--- config.mk ---
export PLATFORM = sky130hd
export DESIGN_NAME = slot_writer
export DESIGN_NICKNAME = d
export VERILOG_FILES = /design/src/verilog/slot_pkg.sv /design/src/verilog/slot_writer.sv
export SDC_FILE = /design/constraint.sdc
export NUM_CORES = 1
export LEC_CHECK = 0
export ABC_CLOCK_PERIOD_IN_PS = 3200
export BUFFER_PORTS_ARGS = -buffer_cell sky130_fd_sc_hd__buf_4
export CAP_MARGIN = 20
export CORE_MARGIN = 2
export CORE_UTILIZATION = 51
export CTS_CLUSTER_SIZE = 24
export DETAILED_ROUTE_END_ITERATION = 10
export PLACE_DENSITY_LB_ADDON = 0.05
export SLEW_MARGIN = 0
export SYNTH_ARGS = -nofsm -noshare
export SYNTH_HDL_FRONTEND = slang
export SYNTH_SLANG_ARGS = --single-unit
--- constraint.sdc ---
create_clock -name gmii_tx_clk -period 3.2 [get_ports gmii_tx_clk]
set_input_delay 0.32 -clock gmii_tx_clk [delete_from_list [all_inputs] [get_ports gmii_tx_clk]]
set_output_delay 0.32 -clock gmii_tx_clk [all_outputs]
set_load 0.05 [all_outputs]
--- src/verilog/slot_pkg.sv ---
package slot_pkg;

  // ring buffer of 16-bit words
  localparam int addr_bits = 10;
  localparam int word_bits = 16;
  localparam int depth = 1 << addr_bits;

  // host register map on the wishbone address
  typedef enum logic [1:0] {
    op_push   = 2'd0,
    op_commit = 2'd1,
    op_free   = 2'd2
  } host_op_e;

  typedef struct packed {
    logic                 cyc;
    logic                 stb;
    logic                 we;
    host_op_e             adr;
    logic [word_bits-1:0] dat;
  } wb_req_t;

  // dat carries the free word count
  typedef struct packed {
    logic                 ack;
    logic [word_bits-1:0] dat;
  } wb_rsp_t;

endpackage

--- src/verilog/slot_writer.sv ---
`timescale 1ns/10ps

module slot_writer (
  input  logic                           gmii_tx_clk,
  input  logic                           sys_rst,
  input  slot_pkg::wb_req_t              wb_req,
  output slot_pkg::wb_rsp_t              wb_rsp,
  input  logic [slot_pkg::addr_bits-1:0] rd_ptr,
  output logic [slot_pkg::addr_bits-1:0] wr_ptr,
  output logic                           ram_we,
  output logic [slot_pkg::addr_bits-1:0] ram_waddr,
  output logic [slot_pkg::word_bits-1:0] ram_wdata
);

  // words land at stage_ptr, the sender only sees wr_ptr
  logic [slot_pkg::addr_bits-1:0] stage_ptr;
  logic [slot_pkg::addr_bits-1:0] free_cnt;
  logic [slot_pkg::word_bits-1:0] rsp_dat;
  logic                           ack;
  logic                           req_new;
  logic                           full;

  // new cycle only while no ack is out
  assign req_new = wb_req.cyc && wb_req.stb && !ack;

  // one slot stays empty so full and empty differ
  assign full = (stage_ptr + 1'b1) == rd_ptr;
  assign free_cnt = rd_ptr - stage_ptr - 1'b1;

  assign wb_rsp.ack = ack;
  assign wb_rsp.dat = rsp_dat;

  always_ff @(posedge gmii_tx_clk) begin
    if (sys_rst) begin
      ack       <= 1'b0;
      ram_we    <= 1'b0;
      stage_ptr <= '0;
      wr_ptr    <= '0;
    end else begin
      ack    <= 1'b0;
      ram_we <= 1'b0;
      if (req_new) begin
        case (wb_req.adr)
          slot_pkg::op_push: begin
            if (!wb_req.we) begin
              ack <= 1'b1;
            end else if (!full) begin
              // no ack while full, host keeps stb up
              ack       <= 1'b1;
              ram_we    <= 1'b1;
              stage_ptr <= stage_ptr + 1'b1;
            end
          end
          slot_pkg::op_commit: begin
            ack <= 1'b1;
            if (wb_req.we) begin
              wr_ptr <= stage_ptr;
            end
          end
          slot_pkg::op_free: begin
            ack <= 1'b1;
          end
          default: begin
            ack <= 1'b1;
          end
        endcase
      end
    end
  end

  always_ff @(posedge gmii_tx_clk) begin
    if (req_new) begin
      ram_waddr <= stage_ptr;
      ram_wdata <= wb_req.dat;
      rsp_dat   <= {{(slot_pkg::word_bits - slot_pkg::addr_bits){1'b0}}, free_cnt};
    end
  end

endmodule

* Yosys cells after proc, flatten, opt, wreduce, memory -nomap -nowiden
Index checks and enable logic that the tools add are counted. W data, S select, Z words.
Cells by class: $add $sub $neg 3, equal/unequal tests 2, shift-type cells 0, div/mod/pow operators 0, reduce and logical (&&, ||, !) cells 8, bitwise logic cells 4, muxes and demuxes 3, $lt $le $gt $ge 0, multiply operators 0
Operator list (count):
- $add A10 B1 Y10 const B | 1
- $eq A10 B10 Y1 | 1
- $sub A10 B1 Y10 const B | 1
- $sub A10 B10 Y10 | 1
- $not A1 Y1 | 4
- $reduce_and A4 Y1 | 1
- $reduce_or A4 Y1 | 1
- $mux W1 | 3
- $reduce_and A3 Y1 | 1
- $eq A2 B1 Y1 const B | 1
- $logic_and A1 B1 Y1 | 2
- $logic_not A2 Y1 | 1
- $reduce_or A2 Y1 | 1
- $logic_not A1 Y1 | 1
Storage, ports and cells: bits of input ports 33, word-level logic and storage cells 27, output and inout bits 54, latch bits 0, bits in registers 58, bits in writable memories 0, memories kept 0, memory bits (read-only) 0

* Logic depth before layout (Yosys ltp)
depth after elaboration 5, mapped depth 11, depth with buffers taken out 11

* Worst setup path after synthesis
Ideal clock, no wire load.
path type register to register, start point register stage_ptr[1] (netlist name), end point register stage_ptr[9] (netlist name), library setup time 0.123 ns, clock period less this slack 2.494 ns, cell stages (with the launch flop) 9, setup slack 0.706 ns, data required time 3.077 ns, arrival 2.371 ns, path buffers 0, cells stage by stage dfxtp_1 > ha_1 > or3b_2 > nand3_1 > a31oi_1 > o41ai_4 > nand2_4 > nand4_1 > mux2_1
On the way: word-level cells in the longest chain between the ends 4
RTL lines:
- from (decl) | RTL line slot_writer.sv:16 | logic [slot_pkg::addr_bits-1:0] stage_ptr;
- from (signal assigned) | RTL line slot_writer.sv:51 | stage_ptr <= stage_ptr + 1'b1;
- $add A10 B1 Y10 * | RTL line slot_writer.sv:27, slot_writer.sv:51
- $eq A10 B10 Y1 | RTL line slot_writer.sv:27 | assign full = (stage_ptr + 1'b1) == rd_ptr;
- $not A1 Y1 (no line)
- $reduce_and A4 Y1 (no line)
Mark *: on every way between the ends. The rest lies on a longest branch, timed or not. A chain may end at the register's enable or synchronous reset.

* Worst setup path after layout
Ends and elaborated chain as after synthesis.

==> impl_metrics.env <==
export IMPL_run_status="finished clean"
export IMPL_final_max_slew_violation_count=0
export IMPL_first_pass_grt_wire_length_mm=9.197
export IMPL_finalNetCount=370
export IMPL_post_synth_num_cell_types=50
export IMPL_via_count=1996
export IMPL_dpl_instance_area_sq_um=3438
export IMPL_synth_edff_count=36
export IMPL_antenna_cells_inserted=0
export IMPL_cts_reportedPaths_clkPinSlew_ns=0.07
export IMPL_wire_per_inst_microns=13.71
export IMPL_grt_pass1_vias=1932
export IMPL_final_setup_viol_count=0
export IMPL_grt_max_degree=38
export IMPL_ir_worst_vdd_mv=0.3071
export IMPL_grtUsageMet2_pct=32.59
export IMPL_cts_buffers_inserted=9
export IMPL_setup_worst_path_start_class="register"
export IMPL_tns_ns=0
export IMPL_power_per_cell_area_nw_per_um2=471.7
export IMPL_wirelength_mm=5.527
export IMPL_preCtsSetupSlack_ns=0.6064
export IMPL_fp_coreArea_sq_um=5405
export IMPL_crit_path_largest_cell_delay_ns=0.50
export IMPL_power_internal_uw=1281
export IMPL_power_frac_seq_pct=48.4
export IMPL_die_h_microns=78.17
export IMPL_tritoncts="done"
export IMPL_die_area_sq_um=6110
export IMPL_detail_route_antenna_nets=0
export IMPL_via_to_cell_ratio=4.953
export IMPL_globalRoute_busiestLayer="met2"
export IMPL_grt_setup_unrepaired="no"
export IMPL_total_leakage_power_uw=0.001439
export IMPL_finalWeightedCongestion=0.8213
export IMPL_worst_path_dominant_cell_family="compound AO/OA/AOI/OAI gates"
export IMPL_netSwitchingPower_uw=429.9
export IMPL_area_growth_syn_to_layout_pct=29.30
export IMPL_cts_hold_buffers_added=0
export IMPL_cp_cell_sequence="ha_1 -> and3_1 -> nand2_1 -> o41ai_1 -> o32a_1 -> nand2_4 -> nand4_1 -> mux2_1"
export IMPL_crit_path_top_delay_cell="sky130_fd_sc_hd__dfxtp_1"
export IMPL_comb_power_share_pct=14.2
export IMPL_synth_warnings=0
export IMPL_clock_sinks=58
export IMPL_antenna_found_initial=0
export IMPL_initial_core_util_pct=51.90
export IMPL_slew_headroom_pct=59.59
export IMPL_cts_resized=0
export IMPL_htree_num_levels=3
export IMPL_max_freq_mhz=382.1
export IMPL_global_route_usage_total_pct=19.86
export IMPL_dp_hpwl_mm=4.037
export IMPL_swShare_pct=25.13
export IMPL_worst_setup_path_type="reg2reg"
export IMPL_post_route_cells_drive_above_1_share_pct=32.02
export IMPL_synth_seq_cells=58
export IMPL_drt_pass1_iter_count=4
export IMPL_use_met3_pct=7.126
export IMPL_ys_seq_area_share_pct=54.24
export IMPL_final_setup_worst_slack_ns=0.5830
export IMPL_holdCritPathClass="in2reg"
export IMPL_post_route_drc_count=0
export IMPL_cts_setup_buffers=0
export IMPL_crit_buf_inv=0
export IMPL_synth_area_sq_um=2805
export IMPL_power_frac_clock_pct=37.4
export IMPL_final_hold_violation_count=0
export IMPL_layoutNonFillerInstCount=403
export IMPL_clock_tree_buffer_depth=2
export IMPL_crit_path_end_kind="register"
export IMPL_final_setup_skew_ns=0.008692
export IMPL_cap_viol_max_count=0
export IMPL_postSynthCellCount=242
export IMPL_dr_first_iter_drc_count=105
export IMPL_finish_instance_area_sq_um=3627
export IMPL_critical_path_peak_fanout=8
export IMPL_holdWs_ns=0.1593
export IMPL_crit_arrival_ns=2.84
export IMPL_grt_use_met1_pct=23.63
export IMPL_clkLatencyLatePin_ns=0.33
export IMPL_buffer_ports_inserted=80
export IMPL_yosys_most_used_dff="sky130_fd_sc_hd__edfxtp_1"
export IMPL_fin_crit_sh_pct=81.78
export IMPL_num_fill_cells=456
export IMPL_rows=27
export IMPL_period_minus_slack_ns=2.617
export IMPL_synthArstFlopShare_pct=0
export IMPL_ioPinCount=87
export IMPL_cp_data_required_time_ns=3.42
export IMPL_avgSynthCellArea_sq_um=11.59
export IMPL_worst_margin_slew_ns=0.6056
export IMPL_global_route_overflow_total=0
export IMPL_clock_root_buffer="sky130_fd_sc_hd__clkbuf_8"
export IMPL_placed_cells_incl_taps=387
export IMPL_fp_dieW_microns=78.17
path summary, 6_finish.rpt:
path                 from            to  slack [ns]  cells past startpoint
max          stage_ptr[1]  stage_ptr[9]        0.58                      8
min             wb_req[9]  ram_wdata[9]        0.16                      1
max reg2reg  stage_ptr[1]  stage_ptr[9]        0.58                      8
min reg2reg     wr_ptr[3]     wr_ptr[3]        0.49                      2
logic make-up after synthesis:
family / synth area share [%]
AND/OR/NAND/NOR: 13.16
XOR/XNOR: 6.869
buffers and inverters: 5.932
AO/OA/AOI/OAI: 10.53
other: 0.1337
adder cells (fa/ha/maj): 5.174
multiplexers: 3.970
flip-flops: 54.24
cells in the mapped netlist (2+ instances only):
library cell / count / area, sq um
sky130_fd_sc_hd__nor2b_1: 3 / 18.77
sky130_fd_sc_hd__nand2b_1: 2 / 12.51
sky130_fd_sc_hd__ha_1: 10 / 125.1
sky130_fd_sc_hd__nor2_1: 30 / 112.6
sky130_fd_sc_hd__nand4_1: 2 / 12.51
sky130_fd_sc_hd__a31o_1: 2 / 17.52
sky130_fd_sc_hd__xor2_1: 8 / 70.07
sky130_fd_sc_hd__edfxtp_1: 36 / 1081
sky130_fd_sc_hd__and3_1: 2 / 12.51
sky130_fd_sc_hd__nor3_1: 2 / 10.01
sky130_fd_sc_hd__mux2i_1: 10 / 100.1
sky130_fd_sc_hd__buf_6: 2 / 22.52
sky130_fd_sc_hd__nand2_1: 10 / 37.54
sky130_fd_sc_hd__a21o_1: 2 / 15.01
sky130_fd_sc_hd__nand3b_1: 2 / 15.01
sky130_fd_sc_hd__a211oi_1: 5 / 37.54
sky130_fd_sc_hd__dfxtp_1: 22 / 440.4
sky130_fd_sc_hd__clkbuf_1: 3 / 11.26
sky130_fd_sc_hd__nor3b_1: 4 / 30.03
sky130_fd_sc_hd__nand3_1: 5 / 25.02
sky130_fd_sc_hd__xnor2_1: 14 / 122.6
sky130_fd_sc_hd__buf_4: 7 / 52.55
sky130_fd_sc_hd__buf_2: 4 / 20.02
sky130_fd_sc_hd__inv_1: 16 / 60.06
sky130_fd_sc_hd__a211oi_2: 2 / 25.02
sky130_fd_sc_hd__o21bai_1: 2 / 15.01
sky130_fd_sc_hd__and2_1: 2 / 12.51
sky130_fd_sc_hd__a21oi_1: 11 / 55.05
sequential cells by signal, indices dropped and copies added (netlist names):
name and count:
ram_wdata 16, ram_waddr 10, ack 1, wr_ptr 10
rsp_dat 10, stage_ptr 10, ram_we 1
routing by layer:
layer	vias up	part of all wire, %
met2	64	48
met3	7	7.1
met4	0	1.4
met5	-	0
li1	1015	-
met1	910	44
metrics by stage:
stage	power, uW	util (%)
2_1_floorplan	1012	-
5_1_grt	1786	67.11
3_3_place_gp	1085	63.61
6_report	1711	67.11
4_1_cts	1733	67.11
3_5_place_dp	1089	63.61
power groups by stage:
| stage | Sequential [uW] | Combinational, uW | Clock, uW |
|---|---|---|---|
| final | 829 | 242 | 640 |
| after global routing | 831 | 260 | 696 |
| after CTS | 829 | 245 | 659 |
| after detailed placement | 845 | 244 | 0 |
| after global placement | 844 | 241 | 0 |
| after floorplan | 918 | 93.8 | 0 |
worst register-to-register path: stages, from the launching register on:
cell and delay (ns):
sky130_fd_sc_hd__dfxtp_1 0.50, sky130_fd_sc_hd__ha_1 0.32, sky130_fd_sc_hd__and3_1 0.23, sky130_fd_sc_hd__nand2_1 0.11, sky130_fd_sc_hd__o41ai_1 0.35, sky130_fd_sc_hd__o32a_1 0.41
sky130_fd_sc_hd__nand2_4 0.14, sky130_fd_sc_hd__nand4_1 0.13, sky130_fd_sc_hd__mux2_1 0.32
layout by cell type (no fill, tap or decap), drive strengths merged, types with 5 or more instances in the layout:
master  synthesis  layout
inv            16      16
a21oi          11      11
nand2          11      11
conb            1       6
a211oi          7       7
ha             10      10
clkbuf          3      12
buf            13      84
dfxtp          22      22
nand3           5       5
nor2           30      30
mux2i          10      10
edfxtp         36      36
xor2            8       8
xnor2          14      14
layout make-up:
cell class / count / area, sq um / share of cell area (%)
Sequential cell: 58 / 1521 / 41.95
Multi-Input combinational cell: 157 / 1136 / 31.32
Timing Repair Buffer: 84 / 630.6 / 17.39
Clock buffer: 12 / 145.1 / 4.001
Tap cell: 72 / 90.09 / 2.484
Inverter: 16 / 60.06 / 1.656
Clock inverter: 4 / 43.79 / 1.207
Power figures use the tool's default switching activity.
