### config.mk
export PLATFORM = sky130hd
export DESIGN_NAME = timed_sender
export DESIGN_NICKNAME = d
export VERILOG_FILES = /design/src/verilog/eth_tx_pkg.sv /design/src/verilog/slot_pkg.sv /design/src/verilog/fcs_gen.sv /design/src/verilog/timed_sender.sv
export SDC_FILE = /design/constraint.sdc
export NUM_CORES = 1
export LEC_CHECK = 0
export ABC_AREA = 1
export BUFFER_PORTS_ARGS = -buffer_cell sky130_fd_sc_hd__buf_2
export CAP_MARGIN = 20
export CORE_MARGIN = 3
export CORE_UTILIZATION = 45
export CTS_CLUSTER_SIZE = 40
export DETAILED_ROUTE_END_ITERATION = 6
export PLACE_DENSITY = 0.69
export SLEW_MARGIN = 20
export SYNTH_ARGS = -nofsm -noshare
export SYNTH_HDL_FRONTEND = slang
export SYNTH_SLANG_ARGS = --single-unit
export TNS_END_PERCENT = 20
### constraint.sdc
create_clock -name gmii_tx_clk -period 3.1 [get_ports gmii_tx_clk]
set_input_delay 0.155 -clock gmii_tx_clk [delete_from_list [all_inputs] [get_ports gmii_tx_clk]]
set_output_delay 0.155 -clock gmii_tx_clk [all_outputs]
set_load 0.03 [all_outputs]
### src/verilog/eth_tx_pkg.sv
package eth_tx_pkg;

  // frame header in the buffer
  // length, then launch time high, middle, low
  localparam int hdr_words = 4;
  localparam int hdr_cnt_bits = $clog2(hdr_words);
  localparam int len_bits = 16;

  // minimum idle cycles between frames
  localparam int ifg_cycles = 12;
  localparam int ifg_cnt_bits = $clog2(ifg_cycles + 1);

  // preamble and start of frame delimiter
  localparam int preamble_len = 8;
  localparam logic [7:0] preamble_byte = 8'h55;
  localparam logic [7:0] sfd_byte = 8'hd5;

  // byte counter covers preamble plus the largest frame
  localparam int byte_cnt_bits = len_bits + 1;

  // ethernet fcs, reflected crc-32
  localparam int fcs_len = 4;
  localparam int fcs_cnt_bits = $clog2(fcs_len);
  localparam logic [31:0] crc_poly = 32'hedb88320;

  localparam int time_bits = 48;

  typedef enum logic [2:0] {
    idle     = 3'd0,
    mem_wait = 3'd1,
    hdr_load = 3'd2,
    waiting  = 3'd3,
    sending  = 3'd4,
    fcs      = 3'd5
  } tx_state_e;

  // one gmii transmit byte lane
  typedef struct packed {
    logic       en;
    logic [7:0] data;
  } gmii_t;

endpackage

### src/verilog/slot_pkg.sv
package slot_pkg;

  // ring buffer of 16-bit words
  localparam int addr_bits = 10;
  localparam int word_bits = 16;
  localparam int depth = 1 << addr_bits;

  // host register map on the wishbone address
  typedef enum logic [1:0] {
    op_push   = 2'd0,
    op_commit = 2'd1,
    op_free   = 2'd2
  } host_op_e;

  typedef struct packed {
    logic                 cyc;
    logic                 stb;
    logic                 we;
    host_op_e             adr;
    logic [word_bits-1:0] dat;
  } wb_req_t;

  // dat carries the free word count
  typedef struct packed {
    logic                 ack;
    logic [word_bits-1:0] dat;
  } wb_rsp_t;

endpackage

### src/verilog/fcs_gen.sv
`timescale 1ns/10ps

module fcs_gen (
  input  logic        gmii_tx_clk,
  input  logic        sys_rst,
  input  logic        init,
  input  logic        data_en,
  input  logic [7:0]  data,
  output logic [31:0] crc
);

  logic [31:0] crc_q;

  // one byte through the reflected crc-32, lsb first
  function automatic logic [31:0] crc_byte(input logic [31:0] c, input logic [7:0] d);
    logic [31:0] r;
    r = c ^ {24'h0, d};
    for (int i = 0; i < 8; i++) begin
      if (r[0]) begin
        r = (r >> 1) ^ eth_tx_pkg::crc_poly;
      end else begin
        r = r >> 1;
      end
    end
    return r;
  endfunction

  always_ff @(posedge gmii_tx_clk) begin
    if (sys_rst || init) begin
      crc_q <= '1;
    end else if (data_en) begin
      crc_q <= crc_byte(crc_q, data);
    end
  end

  // complemented, byte 0 goes out first
  assign crc = ~crc_q;

endmodule

### src/verilog/timed_sender.sv
`timescale 1ns/10ps

module timed_sender (
  input  logic                             gmii_tx_clk,
  input  logic                             sys_rst,
  input  logic [eth_tx_pkg::time_bits-1:0] global_time,
  input  logic [slot_pkg::addr_bits-1:0]   wr_ptr,
  output logic [slot_pkg::addr_bits-1:0]   rd_ptr,
  output logic [slot_pkg::addr_bits-1:0]   ram_raddr,
  input  logic [slot_pkg::word_bits-1:0]   ram_rdata,
  output eth_tx_pkg::gmii_t                gmii
);

  eth_tx_pkg::tx_state_e state;

  logic [eth_tx_pkg::ifg_cnt_bits-1:0]  gap_cnt;
  logic [eth_tx_pkg::hdr_cnt_bits-1:0]  hdr_cnt;
  logic [eth_tx_pkg::fcs_cnt_bits-1:0]  fcs_cnt;
  logic [eth_tx_pkg::byte_cnt_bits-1:0] byte_cnt;
  logic [eth_tx_pkg::byte_cnt_bits-1:0] data_idx;
  logic [eth_tx_pkg::len_bits-1:0]      tx_len;
  logic [eth_tx_pkg::time_bits-1:0]     launch_time;
  logic [slot_pkg::addr_bits-1:0]       frame_words;
  logic [slot_pkg::addr_bits-1:0]       next_rd_ptr;
  logic [7:0]                           hold_lo;
  logic [7:0]                           tx_byte;
  logic [7:0]                           gmii_data;
  logic [31:0]                          crc;
  logic                                 gmii_en;
  logic                                 gap_done;
  logic                                 launch_ok;
  logic                                 go;
  logic                                 last_byte;
  logic                                 crc_en;
  logic                                 word_fetch;

  assign gap_done = gap_cnt == eth_tx_pkg::ifg_cycles[eth_tx_pkg::ifg_cnt_bits-1:0];

  // zero launch time means send as soon as possible
  // a late frame still goes out
  assign launch_ok = (launch_time == '0) || (global_time >= launch_time);
  assign go = (state == eth_tx_pkg::waiting) && gap_done && launch_ok;

  assign data_idx = byte_cnt - eth_tx_pkg::preamble_len[eth_tx_pkg::byte_cnt_bits-1:0];
  assign last_byte = byte_cnt == {1'b0, tx_len} + eth_tx_pkg::preamble_len - 1;

  // header plus data words rounded up, freed at frame end
  assign frame_words = tx_len[slot_pkg::addr_bits:1] + tx_len[0];
  assign next_rd_ptr = rd_ptr + frame_words
                     + eth_tx_pkg::hdr_words[slot_pkg::addr_bits-1:0];

  // next byte for the lane
  always_comb begin
    tx_byte = eth_tx_pkg::preamble_byte;
    crc_en = 1'b0;
    case (state)
      eth_tx_pkg::sending: begin
        if (byte_cnt == eth_tx_pkg::preamble_len - 1) begin
          tx_byte = eth_tx_pkg::sfd_byte;
        end else if (byte_cnt >= eth_tx_pkg::preamble_len) begin
          crc_en = 1'b1;
          // high byte of each word first
          tx_byte = data_idx[0] ? hold_lo : ram_rdata[slot_pkg::word_bits-1 -: 8];
        end
      end
      eth_tx_pkg::fcs: begin
        tx_byte = crc[8*fcs_cnt +: 8];
      end
      default: begin
        tx_byte = eth_tx_pkg::preamble_byte;
      end
    endcase
  end

  // even data byte takes a fresh word
  assign word_fetch = crc_en && !data_idx[0];

  fcs_gen u_fcs (
    .gmii_tx_clk (gmii_tx_clk),
    .sys_rst     (sys_rst),
    .init        (go),
    .data_en     (crc_en),
    .data        (tx_byte),
    .crc         (crc)
  );

  always_ff @(posedge gmii_tx_clk) begin
    if (sys_rst) begin
      state     <= eth_tx_pkg::idle;
      gap_cnt   <= '0;
      hdr_cnt   <= '0;
      fcs_cnt   <= '0;
      byte_cnt  <= '0;
      rd_ptr    <= '0;
      ram_raddr <= '0;
      gmii_en   <= 1'b0;
    end else begin
      gmii_en <= 1'b0;
      if (!gap_done) begin
        gap_cnt <= gap_cnt + 1'b1;
      end
      case (state)
        eth_tx_pkg::idle: begin
          // detect cycle plus mem_wait cover the read latency
          if (wr_ptr != rd_ptr) begin
            ram_raddr <= rd_ptr;
            hdr_cnt   <= '0;
            state     <= eth_tx_pkg::mem_wait;
          end
        end
        eth_tx_pkg::mem_wait: begin
          ram_raddr <= ram_raddr + 1'b1;
          state     <= eth_tx_pkg::hdr_load;
        end
        eth_tx_pkg::hdr_load: begin
          hdr_cnt <= hdr_cnt + 1'b1;
          if (hdr_cnt == eth_tx_pkg::hdr_words - 1) begin
            // address parks on the first data word
            state <= eth_tx_pkg::waiting;
          end else begin
            ram_raddr <= ram_raddr + 1'b1;
          end
        end
        eth_tx_pkg::waiting: begin
          if (go) begin
            byte_cnt <= '0;
            state    <= eth_tx_pkg::sending;
          end
        end
        eth_tx_pkg::sending: begin
          gmii_en  <= 1'b1;
          byte_cnt <= byte_cnt + 1'b1;
          if (word_fetch) begin
            ram_raddr <= ram_raddr + 1'b1;
          end
          if (last_byte) begin
            fcs_cnt <= '0;
            state   <= eth_tx_pkg::fcs;
          end
        end
        eth_tx_pkg::fcs: begin
          gmii_en <= 1'b1;
          fcs_cnt <= fcs_cnt + 1'b1;
          if (fcs_cnt == eth_tx_pkg::fcs_len - 1) begin
            // whole frame released at once
            rd_ptr  <= next_rd_ptr;
            gap_cnt <= '0;
            state   <= eth_tx_pkg::idle;
          end
        end
        default: begin
          state <= eth_tx_pkg::idle;
        end
      endcase
    end
  end

  always_ff @(posedge gmii_tx_clk) begin
    gmii_data <= tx_byte;
    if (state == eth_tx_pkg::hdr_load) begin
      case (hdr_cnt)
        2'd0: tx_len <= ram_rdata;
        2'd1: launch_time[47:32] <= ram_rdata;
        2'd2: launch_time[31:16] <= ram_rdata;
        2'd3: launch_time[15:0] <= ram_rdata;
        default: tx_len <= ram_rdata;
      endcase
    end
    if (word_fetch) begin
      hold_lo <= ram_rdata[7:0];
    end
  end

  assign gmii.en = gmii_en;
  assign gmii.data = gmii_data;

endmodule

Word level (Yosys, flattened, before mapping)
Cells that the tools add are included.
{ "classes": {"add_sub_neg": 11, "multipliers": 0, "n_div": 0, "order_cmp": 2, "eq_ne": 20, "shifts": 1, "muxes": 49, "n_bitwise": 10, "reduce_logical": 24} }
{ "ops": {"columns": ["op", "count"], "rows": [
  ["two-way mux 32 bit", 22],
  ["inverter 13 -> 14 bit", 8],
  [">= comparator 48 bit", 1],
  ["logical NOT 48 bit", 1],
  ["one-hot mux 10 bit (4 select lines)", 1],
  ["one-hot mux 17 bit (2 select lines)", 1],
  ["== test 17 x 32 -> 1 bit", 1],
  ["inverter 32 bit", 1],
  ["indexed part select 32 x 6 -> 8 bit", 1],
  ["XOR 32 x 8 -> 32 bit", 1],
  ["two-way mux 10 bit", 3],
  ["two-way mux 8 bit", 3],
  ["one-hot mux 3 bit (6 select lines)", 1],
  ["subtractor 17 x 1 -> 18 bit, second input constant", 1],
  ["adder 16 x 4 -> 17 bit, second input constant", 1],
  ["adder 17 x 1 -> 17 bit, second input constant", 1],
  ["== test 17 x 3 -> 1 bit, second input constant", 1],
  [">= comparator 17 x 4 -> 1 bit, second input constant", 1],
  ["two-way mux 17 bit", 1],
  ["one-hot mux 8 bit (2 select lines)", 1],
  ["AND reduction 2 bit", 8],
  ["two-way mux 3 bit", 5],
  ["two-way mux 4 bit", 3],
  ["!= test 2 bit, second input constant", 6],
  ["other kinds (28)", 43]
]} }
{ "word_totals": {"reg_bits": 161, "latchBits": 0, "ram_bits": 0, "romBits": 0, "inputBits": 76, "output_inout_bits": 29, "elab_cells": 132, "mem_count": 0} }

Longest topological paths before layout
{ "depth": {"word_depth": 36, "ltp_mapped": 20, "ltp_nobuf": 18} }

Cells and area by module
Synthesis repeated with hierarchy kept, for this count alone.
{ "unflattened": {"hier_cells": 1411, "hier_area_um2": 10470.0} }
{ "by_module_without_submodules": {"columns": ["module", "instances", "cells_per_inst", "area_each_um2", "seq_area_each_um2"], "rows": [
  ["timed_sender", 1, 999, 8013.9, 3303.2],
  ["fcs_gen", 1, 412, 2456.1, 640.6]
]} }

Worst setup path before layout
No wires, ideal clock.
{ "synth_path": {"path_kind": "reg2reg", "start": "reg rd_ptr[2] (netlist bit)", "end": "reg rd_ptr[9] (netlist bit)", "setup_time_ns": 0.070, "t_arrival_ns": 2.382, "t_required_ns": 3.030, "setup_slack_ns": 0.648, "stages_incl_launch_ff": 16, "path_buffers": 0, "synth_period_minus_slack_ns": 2.452, "cell_sequence": "dfxtp_1 -> inv_1 -> ha_1 -> inv_1 -> fa_1 -> nand3_1 -> nand3_1 -> nand2_1 -> nand2_1 -> a21oi_1 -> nor2_1 -> o21ai_0 -> nand2_1 -> xnor2_1 -> nand2_1 -> a21oi_1"} }
{ "synth_via": {"elab_chain_len": 2} }
{ "synth_lines": {"columns": ["element", "line_no", "source"], "rows": [
  ["from (decl)", "timed_sender.sv:8", "output logic [slot_pkg::addr_bits-1:0] rd_ptr,"],
  ["from (signal assigned)", "timed_sender.sv:146", "rd_ptr <= next_rd_ptr;"],
  ["adder 10 bit", "timed_sender.sv:49", "assign next_rd_ptr = rd_ptr + frame_words"],
  ["adder 10 x 3 -> 10 bit", "timed_sender.sv:50", "+ eth_tx_pkg::hdr_words[slot_pkg::addr_bits-1:0];"]
]} }
Every way passes these cells.
A chain may end at the register's enable or synchronous reset.

Worst setup path in the final report
{ "layout_path": {"start": "reg tx_len[0] (netlist bit)", "end": "reg rd_ptr[9] (netlist bit)"} }
{ "layout_via": {"elab_chain_len": 3} }
{ "layout_lines": {"columns": ["element", "line_no", "source"], "rows": [
  ["from (decl)", "timed_sender.sv:21", "logic [eth_tx_pkg::len_bits-1:0] tx_len;"],
  ["from (signal assigned)", "timed_sender.sv:162", "2'd0: tx_len <= ram_rdata;"],
  ["from (signal assigned)", "timed_sender.sv:166", "default: tx_len <= ram_rdata;"],
  ["adder 10 x 1 -> 10 bit", "timed_sender.sv:48", "assign frame_words = tx_len[slot_pkg::addr_bits:1] + tx_len[0];"],
  ["adder 10 bit", "timed_sender.sv:49", null],
  ["adder 10 x 3 -> 10 bit", "timed_sender.sv:50", null]
]} }
Every way passes these cells.

==> results.toml <==
[global_route]
grt_max_degree = 28
grt_usage_pct = 21.9
antenna_found_initial = 0
grt_pass1_vias = 9419
overflow = 0
grt_pass1_wl_mm = 45.4

[clock_tree]
clock-sinks = 161
clock_latency_ps = 440
htree_levels = 4
clockRootBuffer = "clkbuf_16"
cts_buffers = 17
clock_path_buffers = 2
cts.repair.resized = 0
clkTransAtPathRegs_ps = 70
cts_tree = "yes"

[pwr]
peakVddDrop_mv = 0.349
comb_power_share_pct = 35.2
power_frac_clock_pct = 28.9
seqPwrFrac_pct = 35.9
switching_share_pct = 39.3
powerDensity_nw_per_um2 = 601
p_switching_mw = 2.85
p_leak_nw = 5.66
p_int_mw = 4.39

[place]
placed_area_sq_um = 11500
gp_congestion = 0.878
hpwl_mm = 21.2
portBuffers = 104
place_inst = 1828

[timing]
fin_skew_ps = 9.64
worst_pin_slew_ps = 664
finalCriticalPeriod_ps = 2650
period_share_pct = 85.6
setup_tns_ps = 0
max_freq_ghz = 0.377
hold_violations = 0
maxSlewViolCount = 0
setup-violations-final = 0
rsz0062_at_grt = "false"
relSlewSlack_pct = 55.6
whs_ps = 33.3

[floorplan]
io_pins = 105
start_util_pct = 46.4
core_sq_um = 22900
die_y_um = 160
die_w_um = 160
num_rows = 55
die-area_sq_um = 25500

[synth]
synth_area_leaders = "edfxtp_1 20%, dfxtp_1 17%, nand2_1 14%"
yosysWarnings = 0
postSynthCellCount = 1428
synth_area_leader_cell = "edfxtp_1"
synth_flop_cell = "dfxtp_1"
synth_edf_count = 72
syn_nets = 1581
synth_common_cells = "393 x nand2_1, 185 x inv_1, 111 x nor2_1"
ys_async_sr_fraction_pct = 0
netlist_area_sq_um = 10600
seq_area_frac_synth_pct = 37.1
yosysMostFrequentCell = "nand2_1"
avgSynthCellArea_sq_um = 7.45
yosys.area.top_type_share_pct = 20.3
synth.distinct_cells = 53
ys_ff_latch = 161

[setup_path]
endpoint = "rd_ptr[9]"
required_ps = 3470
crit_path_start = "tx_len[0]"
critPathKind = "reg -> reg"
crit_fanout = 6
cp.arrival_ps = 3020
startpoint_type = "register"
r2r_slack_ps = 450
end_kind = "register"
rr_endpoint = "rd_ptr[9]"
rr_worst_depth = 16
r2r_start = "tx_len[0]"

[final_layout]
fin_area_sq_um = 12000
area_growth_syn_to_layout_pct = 13.3
fillers = 2208
nets = 1689
finalNonFillerCells = 1862
n_antenna_cell = 0
drive_gt1_share_pct = 15.8

[drt]
viasPerCell = 5.21
drt_iter0_markers = 693
final_antenna_net_count = 0
firstDrtPassIters = 5
post-route-drc-count = 0
vias = 9692
wire_per_inst_um = 15.1
wl_mm = 28.0

[worst_hold_path]
hold_class = "in -> reg"

[status]
status = "complete, no violations"

[job]
maxCapViolations = 0
==> worst max-delay path, cell delays in order (launching register included) <==
cell      delay [ps]
edfxtp_1         380
inv_1            190
fa_1             200
inv_1             40
ha_1             200
fa_1             440
nand3_1          110
nand3_1           90
nand2_1           90
nand2_1           50
a21oi_1          150
nor2_1            70
o21ai_0          150
nand2_1           80
xnor2_1          130
nand2_1           60
a21oi_1          130
==> kinds of logic after synthesis <==
| group | count (synthesis) | share of synthesized area [%] |
|---|---|---|
| simple gates | 735 | 31.2 |
| fa+ha+maj | 77 | 9.20 |
| mux | 4 | 0.377 |
| flops | 161 | 37.1 |
| compound gates | 180 | 9.71 |
| xor+xnor | 36 | 3.25 |
| buf+inv | 235 | 9.14 |
==> area by class of cell <==
| type | instances | area [sq um] | share of cell area [%] |
|---|---|---|---|
| Timing Repair Buffer | 121 | 653 | 5.42 |
| Inverter | 203 | 767 | 6.37 |
| Sequential cell | 161 | 3940 | 32.7 |
| Clock inverter | 13 | 138 | 1.14 |
| Multi-Input combinational cell | 1032 | 5720 | 47.5 |
| Clock buffer | 19 | 433 | 3.59 |
| Tap cell | 313 | 392 | 3.25 |
==> layer usage <==
metal  up-vias  wire length [um]  GRT usage (%)
met5         -                 0              0
met1      4495             11900           27.0
met2       265             13800           38.2
met4         0               759           8.52
li1       4870                 -              -
met3        62              1520           3.61
==> how the worst min path moves through the flow <==
stage	startpoint	end	slack, ps	depth (start not counted)
global placement	ram_rdata[10]	launch_time[10]	430	1
detailed placement	ram_rdata[10]	launch_time[10]	450	1
floorplan	ram_rdata[0]	hold_lo[0]	250	0
global route	ram_rdata[4]	launch_time[36]	20	1
finish	ram_rdata[4]	launch_time[36]	30	1
CTS	ram_rdata[7]	launch_time[39]	10	1
==> placed cells by master, fill, tap and decap left out, types with 3 or more instances in the layout <==
cell / count
a211oi_1: 6
a21oi_1: 84
buf_2: 104
buf_4: 15
clkbuf_16: 17
clkinv_2: 4
clkinvlp_4: 3
dfxtp_1: 89
edfxtp_1: 72
ha_1: 75
inv_1: 185
inv_2: 14
inv_6: 3
mux2i_1: 4
nand2_1: 393
nand2_2: 33
nand2_4: 14
nand3_1: 109
nand3_2: 9
nand3b_1: 7
nand4_1: 22
nor2_1: 111
nor2_2: 8
nor3_1: 12
nor4_1: 7
o211ai_1: 16
o21ai_0: 46
o21ai_1: 7
o21bai_1: 4
o221ai_1: 3
or2_2: 4
xnor2_1: 11
xor2_1: 21
xor2_2: 4
==> registers in the layout, indices dropped and copies added (netlist names) <==
register / cells
launch_time: 48
u_fcs.crc_q: 32
byte_cnt: 17
tx_len: 16
ram_raddr: 10
rd_ptr: 10
gmii_data: 8
hold_lo: 8
gap_cnt: 4
state: 3
fcs_cnt: 2
hdr_cnt: 2
gmii_en: 1
==> repair_timing <==
| item | in CTS | in global routing |
|---|---|---|
| hold buffers | 2 | 0 |
| setup endpoints to repair | 0 | 0 |
| buffers inserted | 0 | 0 |
| endpoints found under the hold margin | 7 | 0 |
==> power groups by stage <==
stage                     Clock, mW  Combinational [mW]  Sequential [mW]
final                          2.09                2.55             2.60
after global routing           2.20                2.86             2.62
after CTS                      2.12                2.54             2.60
after detailed placement          0                2.52             2.64
after global placement            0                2.48             2.64
after floorplan                   0                1.89             2.70
==> per-stage QoR <==
| stage | worst slack [ps] | power, mW | util [%] |
|---|---|---|---|
| 2_1_floorplan | 648 | 4.59 | - |
| 3_3_place_gp | 541 | 5.12 | 50.0 |
| 3_5_place_dp | 488 | 5.16 | 50.0 |
| 4_1_cts | 446 | 7.25 | 52.6 |
| 5_1_grt | 88.0 | 7.68 | 52.6 |
| 6_report | 447 | 7.24 | 52.6 |
Note: power is estimated with default switching activity, not from simulation.
